<file path="config.mk">
export PLATFORM = sky130hd
export DESIGN_NAME = game_top
export DESIGN_NICKNAME = d
export VERILOG_FILES = /design/src/ctrl_pkg.sv /design/src/game_pkg.sv /design/src/board_ram.sv /design/src/cursor_box.sv /design/src/game_control.sv /design/src/game_top.sv /design/src/move_checker.sv /design/src/tick_divider.sv
export SDC_FILE = /design/constraint.sdc
export NUM_CORES = 1
export LEC_CHECK = 0
export BUFFER_PORTS_ARGS = -buffer_cell sky130_fd_sc_hd__buf_2
export CAP_MARGIN = 10
export CORE_ASPECT_RATIO = 0.7
export CORE_MARGIN = 2
export CORE_UTILIZATION = 40
export DETAILED_ROUTE_END_ITERATION = 16
export PLACE_DENSITY = 0.52
export SETUP_SLACK_MARGIN = 0.3
export SLEW_MARGIN = 20
export SYNTH_ARGS = -nofsm -noshare
export SYNTH_HDL_FRONTEND = slang
export SYNTH_SLANG_ARGS = --single-unit
</file>
<file path="constraint.sdc">
create_clock -name clk -period 5.25 [get_ports clk]
set_input_delay 0.2625 -clock clk [delete_from_list [all_inputs] [get_ports clk]]
set_output_delay 0.2625 -clock clk [all_outputs]
set_load 0.01 [all_outputs]
</file>
<file path="src/ctrl_pkg.sv">
`default_nettype none

package ctrl_pkg;

  typedef enum logic [3:0] {
    S_INIT,
    S_MOVE_BOX_1,
    S_SELECT_PIECE,
    S_VALIDATE_PIECE,
    S_MOVE_BOX_2,
    S_SELECT_DESTINATION,
    S_VALIDATE_DESTINATION,
    S_COMMIT_SRC,
    S_COMMIT_DST,
    S_CHECK_WINNING,
    S_GAME_OVER
  } ctrl_state_e;

  // answer of the move checker, held until the next check
  typedef enum logic [1:0] {
    verdict_none,
    verdict_legal,
    verdict_illegal
  } verdict_e;

endpackage

`default_nettype wire

</file>
<file path="src/game_pkg.sv">
`default_nettype none

package game_pkg;

  // board geometry
  localparam int board_dim = 8;
  localparam int coord_w = 3;

  // piece code is {owner, kind}, owner 0 is player zero
  localparam int piece_w = 4;

  typedef enum logic [2:0] {
    kind_empty = 3'd0,
    kind_king  = 3'd1,
    kind_rook  = 3'd2
  } piece_kind_e;

  localparam logic [piece_w-1:0] piece_empty = '0;

  // reset layout
  // rows 0 and 7 hold rook, king, rook at columns 0, 4, 7
  // row 0 belongs to player zero, row 7 to player one
  // every other cell starts empty

endpackage

`default_nettype wire

</file>
<file path="src/board_ram.sv">
`timescale 1ns/1ps
`default_nettype none

module board_ram
  import game_pkg::*;
(
  input  logic clk,
  input  logic reset,
  input  logic wr_en,
  input  logic [coord_w-1:0] wr_x,
  input  logic [coord_w-1:0] wr_y,
  input  logic [piece_w-1:0] wr_piece,
  input  logic [coord_w-1:0] a_x,
  input  logic [coord_w-1:0] a_y,
  output logic [piece_w-1:0] a_piece,
  input  logic [coord_w-1:0] b_x,
  input  logic [coord_w-1:0] b_y,
  output logic [piece_w-1:0] b_piece,
  input  logic [coord_w-1:0] c_x,
  input  logic [coord_w-1:0] c_y,
  output logic [piece_w-1:0] c_piece
);

  localparam int cells = board_dim * board_dim;

  // cell index is {y, x}
  logic [piece_w-1:0] mem [cells];

  function automatic logic [piece_w-1:0] layout_piece(input int idx);
    logic [piece_w-1:0] code;
    logic owner;
    int x;
    int y;
    code = piece_empty;
    x = idx % board_dim;
    y = idx / board_dim;
    owner = (y == board_dim - 1);
    if (y == 0 || y == board_dim - 1) begin
      if (x == 0 || x == board_dim - 1) code = {owner, kind_rook};
      else if (x == 4) code = {owner, kind_king};
    end
    return code;
  endfunction

  always_ff @(posedge clk) begin
    if (reset) begin
      for (int i = 0; i < cells; i++) mem[i] <= layout_piece(i);
    end else if (wr_en) begin
      mem[{wr_y, wr_x}] <= wr_piece;
    end
  end

  assign a_piece = mem[{a_y, a_x}];
  assign b_piece = mem[{b_y, b_x}];
  assign c_piece = mem[{c_y, c_x}];

  a_known_kind: assert property (
    @(posedge clk) disable iff (reset)
    wr_en |-> wr_piece[2:0] inside {kind_empty, kind_king, kind_rook}
  );

endmodule

`default_nettype wire

</file>
<file path="src/cursor_box.sv">
`timescale 1ns/1ps
`default_nettype none

module cursor_box
  import game_pkg::*;
(
  input  logic clk,
  input  logic reset,
  input  logic tick,
  input  logic box_enable,
  input  logic up,
  input  logic down,
  input  logic left,
  input  logic right,
  output logic [coord_w-1:0] box_x,
  output logic [coord_w-1:0] box_y
);

  // coordinates wrap through the natural width of coord_w
  always_ff @(posedge clk) begin
    if (reset) begin
      box_x <= '0;
      box_y <= '0;
    end else if (tick && box_enable) begin
      // right beats left, up beats down
      if (right) begin
        box_x <= box_x + 1'b1;
      end else if (left) begin
        box_x <= box_x - 1'b1;
      end
      if (up) begin
        box_y <= box_y + 1'b1;
      end else if (down) begin
        box_y <= box_y - 1'b1;
      end
    end
  end

  a_still_without_tick: assert property (
    @(posedge clk) disable iff (reset)
    !(tick && box_enable) |=> $stable(box_x) && $stable(box_y)
  );

endmodule

`default_nettype wire

</file>
<file path="src/game_control.sv">
`timescale 1ns/1ps
`default_nettype none

module game_control
  import game_pkg::*;
  import ctrl_pkg::*;
(
  input  logic clk,
  input  logic reset,
  input  logic select,
  input  logic deselect,
  input  logic [piece_w-1:0] cursor_piece,
  input  logic [coord_w-1:0] box_x,
  input  logic [coord_w-1:0] box_y,
  input  verdict_e verdict,
  input  logic [piece_w-1:0] captured,
  input  logic done,
  output logic box_enable,
  output logic check_start,
  output logic [coord_w-1:0] src_x,
  output logic [coord_w-1:0] src_y,
  output logic [coord_w-1:0] dst_x,
  output logic [coord_w-1:0] dst_y,
  output logic [piece_w-1:0] piece,
  output logic current_player,
  output logic [1:0] winning,
  output logic wr_en,
  output logic [coord_w-1:0] wr_x,
  output logic [coord_w-1:0] wr_y,
  output logic [piece_w-1:0] wr_piece
);

  ctrl_state_e state, next_state;
  logic done_seen;
  logic piece_valid;
  logic king_taken;

  assign piece_valid = (piece != piece_empty) && (piece[3] == current_player);
  assign king_taken = (piece_kind_e'(captured[2:0]) == kind_king) &&
                      (captured[3] != current_player);

  always_comb begin
    next_state = state;
    case (state)
      S_INIT: next_state = S_MOVE_BOX_1;
      S_MOVE_BOX_1: if (select) next_state = S_SELECT_PIECE;
      S_SELECT_PIECE: next_state = S_VALIDATE_PIECE;
      // wait for select to fall so one press is one action
      S_VALIDATE_PIECE: if (!select) next_state = piece_valid ? S_MOVE_BOX_2 : S_MOVE_BOX_1;
      S_MOVE_BOX_2: begin
        if (deselect) begin
          if (!select) next_state = S_MOVE_BOX_1;
        end else if (select) begin
          next_state = S_SELECT_DESTINATION;
        end
      end
      S_SELECT_DESTINATION: next_state = S_VALIDATE_DESTINATION;
      S_VALIDATE_DESTINATION: begin
        if (done_seen && !select)
          next_state = (verdict == verdict_legal) ? S_COMMIT_SRC : S_MOVE_BOX_2;
      end
      S_COMMIT_SRC: next_state = S_COMMIT_DST;
      S_COMMIT_DST: next_state = S_CHECK_WINNING;
      S_CHECK_WINNING: next_state = king_taken ? S_GAME_OVER : S_MOVE_BOX_1;
      S_GAME_OVER: next_state = S_GAME_OVER;
      default: next_state = S_INIT;
    endcase
  end

  always_ff @(posedge clk) begin
    if (reset) state <= S_INIT;
    else state <= next_state;
  end

  always_ff @(posedge clk) begin
    if (reset) begin
      piece <= piece_empty;
      current_player <= 1'b0;
      winning <= 2'b00;
      done_seen <= 1'b0;
    end else begin
      if (state == S_SELECT_PIECE) begin
        piece <= cursor_piece;
        src_x <= box_x;
        src_y <= box_y;
      end
      // every way back to the first box state drops the held piece
      if (next_state == S_MOVE_BOX_1) piece <= piece_empty;
      if (state == S_MOVE_BOX_2 && next_state == S_SELECT_DESTINATION) begin
        dst_x <= box_x;
        dst_y <= box_y;
      end
      if (state == S_SELECT_DESTINATION) done_seen <= 1'b0;
      else if (done) done_seen <= 1'b1;
      if (state == S_CHECK_WINNING) begin
        if (king_taken) winning <= {1'b1, current_player};
        else current_player <= ~current_player;
      end
    end
  end

  assign box_enable = (state == S_MOVE_BOX_1) || (state == S_MOVE_BOX_2);
  assign check_start = (state == S_SELECT_DESTINATION);

  // source is cleared first, then the piece lands
  assign wr_en = (state == S_COMMIT_SRC) || (state == S_COMMIT_DST);
  assign wr_x = (state == S_COMMIT_SRC) ? src_x : dst_x;
  assign wr_y = (state == S_COMMIT_SRC) ? src_y : dst_y;
  assign wr_piece = (state == S_COMMIT_SRC) ? piece_empty : piece;

  // a board write only ever follows a finished legal check
  a_write_in_commit: assert property (
    @(posedge clk) disable iff (reset)
    wr_en |-> done_seen && verdict == verdict_legal
  );

endmodule

`default_nettype wire

</file>
<file path="src/game_top.sv">
`timescale 1ns/1ps
`default_nettype none

module game_top
  import game_pkg::*;
  import ctrl_pkg::*;
#(
  parameter int TICK_DIV = 12500000
) (
  input  logic clk,
  input  logic reset,
  input  logic up,
  input  logic down,
  input  logic left,
  input  logic right,
  input  logic select,
  input  logic deselect,
  output logic [coord_w-1:0] box_x,
  output logic [coord_w-1:0] box_y,
  output logic [piece_w-1:0] piece,
  output logic current_player,
  output logic [1:0] winning,
  input  logic [coord_w-1:0] probe_x,
  input  logic [coord_w-1:0] probe_y,
  output logic [piece_w-1:0] probe_piece
);

  logic tick, box_enable, check_start, done, wr_en;
  logic [coord_w-1:0] walk_x, walk_y, wr_x, wr_y;
  logic [coord_w-1:0] src_x, src_y, dst_x, dst_y;
  logic [piece_w-1:0] cursor_piece, walk_piece, wr_piece, captured;
  verdict_e verdict;

  tick_divider #(.TICK_DIV(TICK_DIV)) tick_divider_inst (
    .clk(clk), .reset(reset), .tick(tick)
  );

  cursor_box cursor_box_inst (
    .clk(clk), .reset(reset), .tick(tick), .box_enable(box_enable),
    .up(up), .down(down), .left(left), .right(right),
    .box_x(box_x), .box_y(box_y)
  );

  // port a follows the box, b the checker walk, c the probe
  board_ram board_ram_inst (
    .clk(clk), .reset(reset),
    .wr_en(wr_en), .wr_x(wr_x), .wr_y(wr_y), .wr_piece(wr_piece),
    .a_x(box_x), .a_y(box_y), .a_piece(cursor_piece),
    .b_x(walk_x), .b_y(walk_y), .b_piece(walk_piece),
    .c_x(probe_x), .c_y(probe_y), .c_piece(probe_piece)
  );

  move_checker move_checker_inst (
    .clk(clk), .reset(reset), .check_start(check_start),
    .src_x(src_x), .src_y(src_y), .dst_x(dst_x), .dst_y(dst_y),
    .mover(piece), .player(current_player), .walk_piece(walk_piece),
    .walk_x(walk_x), .walk_y(walk_y), .verdict(verdict),
    .captured(captured), .done(done)
  );

  game_control game_control_inst (
    .clk(clk), .reset(reset), .select(select), .deselect(deselect),
    .cursor_piece(cursor_piece), .box_x(box_x), .box_y(box_y),
    .verdict(verdict), .captured(captured), .done(done),
    .box_enable(box_enable), .check_start(check_start),
    .src_x(src_x), .src_y(src_y), .dst_x(dst_x), .dst_y(dst_y),
    .piece(piece), .current_player(current_player), .winning(winning),
    .wr_en(wr_en), .wr_x(wr_x), .wr_y(wr_y), .wr_piece(wr_piece)
  );

endmodule

`default_nettype wire

</file>
<file path="src/move_checker.sv">
`timescale 1ns/1ps
`default_nettype none

module move_checker
  import game_pkg::*;
  import ctrl_pkg::*;
(
  input  logic clk,
  input  logic reset,
  input  logic check_start,
  input  logic [coord_w-1:0] src_x,
  input  logic [coord_w-1:0] src_y,
  input  logic [coord_w-1:0] dst_x,
  input  logic [coord_w-1:0] dst_y,
  input  logic [piece_w-1:0] mover,
  input  logic player,
  input  logic [piece_w-1:0] walk_piece,
  output logic [coord_w-1:0] walk_x,
  output logic [coord_w-1:0] walk_y,
  output verdict_e verdict,
  output logic [piece_w-1:0] captured,
  output logic done
);

  typedef enum logic {chk_idle, chk_walk} chk_state_e;

  chk_state_e state;
  piece_kind_e kind;
  verdict_e start_verdict;
  logic rook_walk;
  logic [coord_w-1:0] dx, dy, start_step_x, start_step_y, first_x, first_y;
  logic [coord_w-1:0] cur_x, cur_y, step_x, step_y, end_x, end_y, nxt_x, nxt_y;

  // idle reads the destination, walk reads the path cell
  assign walk_x = (state == chk_walk) ? cur_x : dst_x;
  assign walk_y = (state == chk_walk) ? cur_y : dst_y;

  assign kind = piece_kind_e'(mover[2:0]);
  assign dx = (dst_x > src_x) ? dst_x - src_x : src_x - dst_x;
  assign dy = (dst_y > src_y) ? dst_y - src_y : src_y - dst_y;
  // all ones acts as -1 on the coordinate width
  assign start_step_x = (dst_x > src_x) ? coord_w'(1) : (dst_x < src_x) ? '1 : '0;
  assign start_step_y = (dst_y > src_y) ? coord_w'(1) : (dst_y < src_y) ? '1 : '0;
  assign first_x = src_x + start_step_x;
  assign first_y = src_y + start_step_y;
  assign nxt_x = cur_x + step_x;
  assign nxt_y = cur_y + step_y;

  // first-cycle decision, rook_walk means the path still needs checking
  always_comb begin
    start_verdict = verdict_illegal;
    rook_walk = 1'b0;
    if ((src_x == dst_x && src_y == dst_y) ||
        (walk_piece != piece_empty && walk_piece[3] == player)) begin
      start_verdict = verdict_illegal;
    end else if (kind == kind_king) begin
      if (dx <= 1 && dy <= 1) start_verdict = verdict_legal;
    end else if (kind == kind_rook && (src_x == dst_x || src_y == dst_y)) begin
      if (first_x == dst_x && first_y == dst_y) start_verdict = verdict_legal;
      else rook_walk = 1'b1;
    end
  end

  always_ff @(posedge clk) begin
    if (reset) begin
      state <= chk_idle;
      done <= 1'b0;
      verdict <= verdict_none;
      captured <= piece_empty;
    end else begin
      done <= 1'b0;
      case (state)
        chk_idle: begin
          if (check_start) begin
            captured <= walk_piece;
            cur_x <= first_x;
            cur_y <= first_y;
            step_x <= start_step_x;
            step_y <= start_step_y;
            end_x <= dst_x;
            end_y <= dst_y;
            if (rook_walk) begin
              state <= chk_walk;
              verdict <= verdict_none;
            end else begin
              done <= 1'b1;
              verdict <= start_verdict;
            end
          end
        end
        chk_walk: begin
          // one path cell per cycle, stop on the first occupied one
          if (walk_piece != piece_empty) begin
            state <= chk_idle;
            done <= 1'b1;
            verdict <= verdict_illegal;
          end else if (nxt_x == end_x && nxt_y == end_y) begin
            state <= chk_idle;
            done <= 1'b1;
            verdict <= verdict_legal;
          end else begin
            cur_x <= nxt_x;
            cur_y <= nxt_y;
          end
        end
        default: state <= chk_idle;
      endcase
    end
  end

  a_done_in_time: assert property (
    @(posedge clk) disable iff (reset)
    check_start |-> ##[1:8] done
  );

endmodule

`default_nettype wire

</file>
<file path="src/tick_divider.sv">
`timescale 1ns/1ps
`default_nettype none

module tick_divider #(
  parameter int TICK_DIV = 12500000
) (
  input  logic clk,
  input  logic reset,
  output logic tick
);

  localparam int cnt_w = (TICK_DIV < 1) ? 1 : $clog2(TICK_DIV + 1);
  localparam logic [cnt_w-1:0] cnt_max = cnt_w'(TICK_DIV);

  logic [cnt_w-1:0] count;

  // one tick every TICK_DIV+1 clocks
  always_ff @(posedge clk) begin
    if (reset) begin
      count <= '0;
      tick <= 1'b0;
    end else if (count == cnt_max) begin
      count <= '0;
      tick <= 1'b1;
    end else begin
      count <= count + 1'b1;
      tick <= 1'b0;
    end
  end

endmodule

`default_nettype wire
</file>
# Yosys cells after proc, flatten, opt, wreduce, memory -nomap -nowiden
# Memories as Yosys holds them, arrays and structs flattened. A register that Yosys moved wholly into a read port is not among the register bits.
# Index checks and enable logic that the tools add are counted.
[totals] regBits=77 latch_bits=0 ram_bits=256 romBits=0 inputBits=14 output_inout_bits=17 elab_cells=181 n_memories=1
[op_classes] add_sub_neg=13 n_mul=0 n_div=0 magnitude_cmp=6 n_eq_ne=30 n_shift=0 muxes=70 bitwise=4 reduce_logical=35
[memory_table] memory="board_ram_inst.mem" depth=64 word_bits=4 read_ports=3 rd_ports_with_merged_regs=1 wr=64 line_no="board_ram.sv:27" source="logic [piece_w-1:0] mem [cells];"
[ops] op="3-bit 2-to-1 mux" n=21
[ops] op="4-bit 2-to-1 mux" n=13
[ops] op="4-bit one-hot mux with 11 select lines" n=1
[ops] op="24-bit by 1-bit adder with 24-bit output (second input constant)" n=1
[ops] op="24-bit == test (second input constant)" n=1
[ops] op="4-bit by 3-bit == test with 1-bit output (second input constant)" n=5
[ops] op="2-bit 2-to-1 mux" n=10
[ops] op="1-bit 2-to-1 mux" n=19
[ops] op="3-bit == test" n=6
[ops] op="2-bit AND reduction" n=8
[ops] op="3-bit adder" n=4
[ops] op="4-bit == test (second input constant)" n=3
[ops] op="3-bit one-hot mux with 2 select lines" n=2
[ops] op="3-bit subtractor" n=4
[ops] op="1-bit logical AND" n=11
[ops] op="4-bit by 1-bit == test with 1-bit output (second input constant)" n=2
[ops] op="4-bit by 2-bit == test with 1-bit output (second input constant)" n=2
[ops] op="4-bit nonzero test" n=2
[ops] op="3-bit by 1-bit adder with 3-bit output (second input constant)" n=2
[ops] op="3-bit by 1-bit == test with 1-bit output (second input constant)" n=2
[ops] op="3-bit greater-than comparator" n=2
[ops] op="3-bit by 1-bit less-or-equal comparator with 1-bit output (second input constant)" n=2
[ops] op="3-bit < comparator" n=2
[ops] op="6-bit 2-to-1 mux" n=1
[ops] op="18 further kinds" n=32

# Logic depth before layout (Yosys ltp)
[depth] ltp_word=13 ltp_mapped=16

# By module
# A second synthesis with hierarchy kept.
[hier_totals] cells_unflattened=1684 area_unflattened_um2=21282.9
[by_module_without_submodules] module="board_ram" instances=1 cells_per_inst=1225 area_each_um2=16583.4 seq_area_each_um2=7687.4
[by_module_without_submodules] module="move_checker" instances=1 cells_per_inst=178 area_each_um2=1865.5 seq_area_each_um2=640.6
[by_module_without_submodules] module="game_control" instances=1 cells_per_inst=115 area_each_um2=1310.0 seq_area_each_um2=600.6
[by_module_without_submodules] module="tick_divider" instances=1 cells_per_inst=138 area_each_um2=1228.7 seq_area_each_um2=500.5
[by_module_without_submodules] module="cursor_box" instances=1 cells_per_inst=28 area_each_um2=295.3 seq_area_each_um2=120.1

# Least setup slack after synthesis
# No wires, ideal clock.
[synth_timing] path_kind="flip-flop to flip-flop" start="register game_control_inst.dst_x[1]" end="register move_checker_inst.cur_x[0] (enable)" arrival_time_ns=2.997 setup_slack_ns=1.922 path_stages_with_launch=14 cell_sequence="edfxtp_1 -> clkbuf_1 -> mux2_4 -> buf_6 -> buf_6 -> buf_2 -> nor2_1 -> nor2_1 -> o221ai_1 -> nand3_1 -> a21oi_1 -> nor2_1 -> or4b_4 -> a21oi_2"
[synth_between] elab_chain_cells=5
[synth_rtl] item="from (decl)" line_no="game_control.sv:22" source="output logic [coord_w-1:0] dst_x,"
[synth_rtl] item="from (signal assigned)" line_no="game_control.sv:90" source="dst_x <= box_x;"
[synth_rtl] item="3-bit 2-to-1 mux" line_no="move_checker.sv:35" source="assign walk_x = (state == chk_walk) ? cur_x : dst_x;"
[synth_rtl] item="memory 64 x 4 bit"
[synth_rtl] item="4-bit nonzero test" line_no="move_checker.sv:93" source="if (walk_piece != piece_empty) begin"
[synth_rtl] item="2-bit != test (no line)"
[synth_rtl] item="4-bit AND reduction (no line)"
[synth_rtl] item="to (signal assigned)" line_no="move_checker.sv:76" source="cur_x <= first_x;"
[synth_rtl] item="to (signal assigned)" line_no="move_checker.sv:102" source="cur_x <= nxt_x;"
[synth_rtl] item="to (decl)" line_no="move_checker.sv:32" source="logic [coord_w-1:0] cur_x, cur_y, step_x, step_y, end_x, end_y, nxt_x, nxt_y;"
# Every way passes these cells.
# A chain may end at the register's enable or synchronous reset.

# Worst setup path after layout
[layout_timing] start="register move_checker_inst.state" end="register move_checker_inst.cur_y[0] (enable)"
[layout_between] elab_chain_cells=5 elab_cells_between_ends=9 classes_between="3 x eq/ne; 2 x mux; 1 x bitwise; 2 x reduce/logical; 1 x memory"
[layout_rtl] item="from (decl)" line_no="move_checker.sv:27" source="chk_state_e state;"
[layout_rtl] item="from (signal assigned)" line_no="move_checker.sv:66" source="state <= chk_idle;"
[layout_rtl] item="from (signal assigned)" line_no="move_checker.sv:83" source="state <= chk_walk;"
[layout_rtl] item="from (signal assigned)" line_no="move_checker.sv:94" source="state <= chk_idle;"
[layout_rtl] item="3-bit 2-to-1 mux (on tied branches)" line_no="move_checker.sv:35, move_checker.sv:36"
[layout_rtl] item="memory 64 x 4 bit"
[layout_rtl] item="4-bit nonzero test" line_no="move_checker.sv:93"
[layout_rtl] item="2-bit != test (no line)"
[layout_rtl] item="4-bit AND reduction (no line) *"
[layout_rtl] item="to (signal assigned)" line_no="move_checker.sv:77" source="cur_y <= first_y;"
[layout_rtl] item="to (signal assigned)" line_no="move_checker.sv:103" source="cur_y <= nxt_y;"
[layout_rtl] item="to (decl)" line_no="move_checker.sv:32"
# Mark *: on every way between the ends. The rest lies on a longest branch, timed or not.

==> metrics <==
CP Cell Sequence buf_4 -> mux2_2 -> nor2_1 -> o21ai_0 -> nand4_1 -> o221ai_1 -> nand3_2 -> or4b_4 -> a21oi_2; CP Launch Type register; dominant cells by area after synthesis edfxtp_1 (42%), mux4_2 (20%), nor2_1 (6.6%), dfxtp_1 (5.0%), nand2_1 (3.1%); placed instance area 21340 um2; Layout area overhead 10.28%; CP Data Required Time 5.48 ns; part of the power in the clock network 44.8%; Fillers 4654; FFs w/ async S/R, synth 0%; Yosys warnings 0; Clock Latency Late Sink 0.58 ns; CP top delay family simple AND/OR/NAND/NOR gates; crit path capture type register; IO Count 31; slowest cell delay on critical path 0.77 ns; maximum VDD drop 0.0002668 V; Pleak 0.007317 uW; Hold-fix buffers, CTS 0; first-pass GRT wire length 102900 um; vias in the first global route 14609; largest net degree at the start of global routing 70; Cells after Synth 1772; Hold Crit Class input pin to register; Synth Register Bits 335; GRT overflow 0; final std cell area, no fill 22600 um2; Slew headroom 22.22%; Sw Share 23.30%; initial antenna violation count 2; Die Span Y 193.4 um; WP buf/inv 1; Yosys cell types 72; kind of critical path register to register; Root Driver clkbuf_16; Fin. Hold Viols 0; Core Area 50680 um2; FP Rows 69; synthesized cell area 20490 um2; via count 15491; Placer Congestion 0.9447; sequential area share after synthesis 46.60%; Int Power 4743 uW; DP HPWL 51220 um; Port Buffer Count 30; Max clock buf depth 3; Final Slew Violations 0; nets 1797; # Post-CTS Setup Buffers 0; PwrDens 273.6 nW/um2; Post-synth top flop edfxtp_1; CTS tree built; DRC Markers 0; NetSw 1441 uW; WP data arrival 4.68 ns; clock sinks 335; largest area contributor in the netlist edfxtp_1; Worst-Margin Slew 1.167 ns; GRT Util Overall 26.81%; initial drt markers 2267; Clock Skews 0.02760 ns; fin crit period 4.450 ns; CTS clock-pin slew for the worst setup and hold paths 0.06 ns; sum of negative setup slack 0 ns; Gate power share 6.1%; post_cts resized 0; Die Width 274.5 um; f_max 224.7 MHz; most frequent cell after synthesis nor2_1; post-route ant nets 0; Synth top area share 41.62%; number of flops mapped to enable cells by yosys 284; final wirelength 71100 um; wire per inst 28.90 um; Critical Path Slowest Stage Cell mux2_2; max-cap violation count 0; Crit Path Max Fanout 32; ratio of cells with drive above 1 in the final layout 19.27%; outcome finished, final reports clean; Final setup viols 0; CTS buffer count 37; die area 53080 um2; vias per cell 6.297; H-tree lvl count 2; Hold WS 0.1081 ns; length of the first detailed-routing pass in iterations 6; Reg power frac 49.1%; Post-synth top cells nor2_1 (362), edfxtp_1 (284), mux4_2 (181); Initial Util 40.43%; Net Count, Synth 1812; unrepaired setup endpoints after global routing false; fin crit share 84.76%; Syn Area/Cell 11.56 um2
-- stage by stage --
| stage | worst slack [ns] | cells | total power [uW] | utilization [%] |
|---|---|---|---|---|
| floorplan | 1.922 | 1772 | 3305 | - |
| global placement | 1.074 | 2392 | 3455 | 42.10 |
| detailed placement | 0.9617 | 2392 | 3457 | 42.10 |
| CTS | 0.9411 | 2459 | 6205 | 44.59 |
| global route | 0.6784 | 2459 | 6335 | 44.59 |
| finish | 0.8003 | 2460 | 6184 | 44.59 |
-- final cells by class --
cell class | count | area [um2] | area share, %
tap | 674 | 843.3 | 3.732
sequential | 335 | 9558 | 42.30
inverter | 38 | 142.6 | 0.6312
timing repair buffer | 71 | 473.0 | 2.093
clock buffer | 44 | 962.2 | 4.258
multi-input combinational | 1274 | 10320 | 45.66
clock inverter | 23 | 297.8 | 1.318
antenna | 1 | 2.502 | 0.01107
-- per-layer routing --
layer	track usage (%)	wire length [um]
met5	0	0
met3	7.907	9109
met1	42.16	31530
met2	35.75	28950
met4	6.481	1507
-- cells by family after synthesis --
group	synth area share [%]
DFF	46.60
buffers and inverters	3.224
xor gates and xnor gates	1.966
muxes	22.61
AOI/OAI and AO/OA	7.535
adders and majority gates	1.954
and+or+nand+nor	16.11
-- worst paths after layout --
kind	start	to	slack, ns	depth (start not counted)
setup / recovery	move_checker_inst.state$_SDFF_PP0_	move_checker_inst.cur_y[0]$_DFFE_PP_	0.80	9
hold / removal	left	cursor_box_inst.box_x[2]$_SDFFE_PP0P_	0.11	5
setup reg to reg	move_checker_inst.state$_SDFF_PP0_	move_checker_inst.cur_y[0]$_DFFE_PP_	0.80	9
hold reg to reg	game_control_inst.winning[1]$_SDFFE_PP0P_	game_control_inst.winning[1]$_SDFFE_PP0P_	0.45	2
-- registers in the layout (all words and copies together), names as in the netlist, 2 cells and up --
register and count:
board_ram_inst.mem 256, cursor_box_inst.box_x 3, cursor_box_inst.box_y 3, game_control_inst.dst_x 3
game_control_inst.dst_y 3, game_control_inst.piece 4, game_control_inst.src_x 3, game_control_inst.src_y 3
game_control_inst.state 4, game_control_inst.winning 2, move_checker_inst.captured 4, move_checker_inst.cur_x 3
move_checker_inst.cur_y 3, move_checker_inst.end_x 3, move_checker_inst.end_y 3, move_checker_inst.step_x 2
move_checker_inst.step_y 2, move_checker_inst.verdict 2, tick_divider_inst.count 24
-- placed cells by master (no fill, tap or decap), drive strengths merged, types with 15 or more instances in the layout --
master	instances
buf	71
nand4	21
xnor2	30
xor2	16
nor2	362
a21oi	65
mux2i	26
ha	16
nor3	25
and2	15
inv	40
nand2b	75
mux4	186
nand2	170
o21ai	45
dfxtp	51
edfxtp	284
a22o	25
a31oi	16
clkbuf	44
nand3	33
-- worst register-to-register path, delay by kind of cell (launching register included) --
kind	cells	cell delay, ns
DFF	1	0.58
muxes	1	0.77
and+or+nand+nor	4	1.49
buffers and inverters	1	0.31
AOI/OAI and AO/OA	3	0.96
-- power groups by stage --
| stage | clock network, uW | registers [uW] | logic (uW) |
|---|---|---|---|
| after floorplan | 0 | 3030 | 271 |
| after global placement | 0 | 3090 | 366 |
| after detailed placement | 0 | 3090 | 370 |
| after CTS | 2800 | 3030 | 372 |
| after global routing | 2900 | 3040 | 398 |
| final | 2770 | 3040 | 375 |
(Power assumes the default switching activity.)
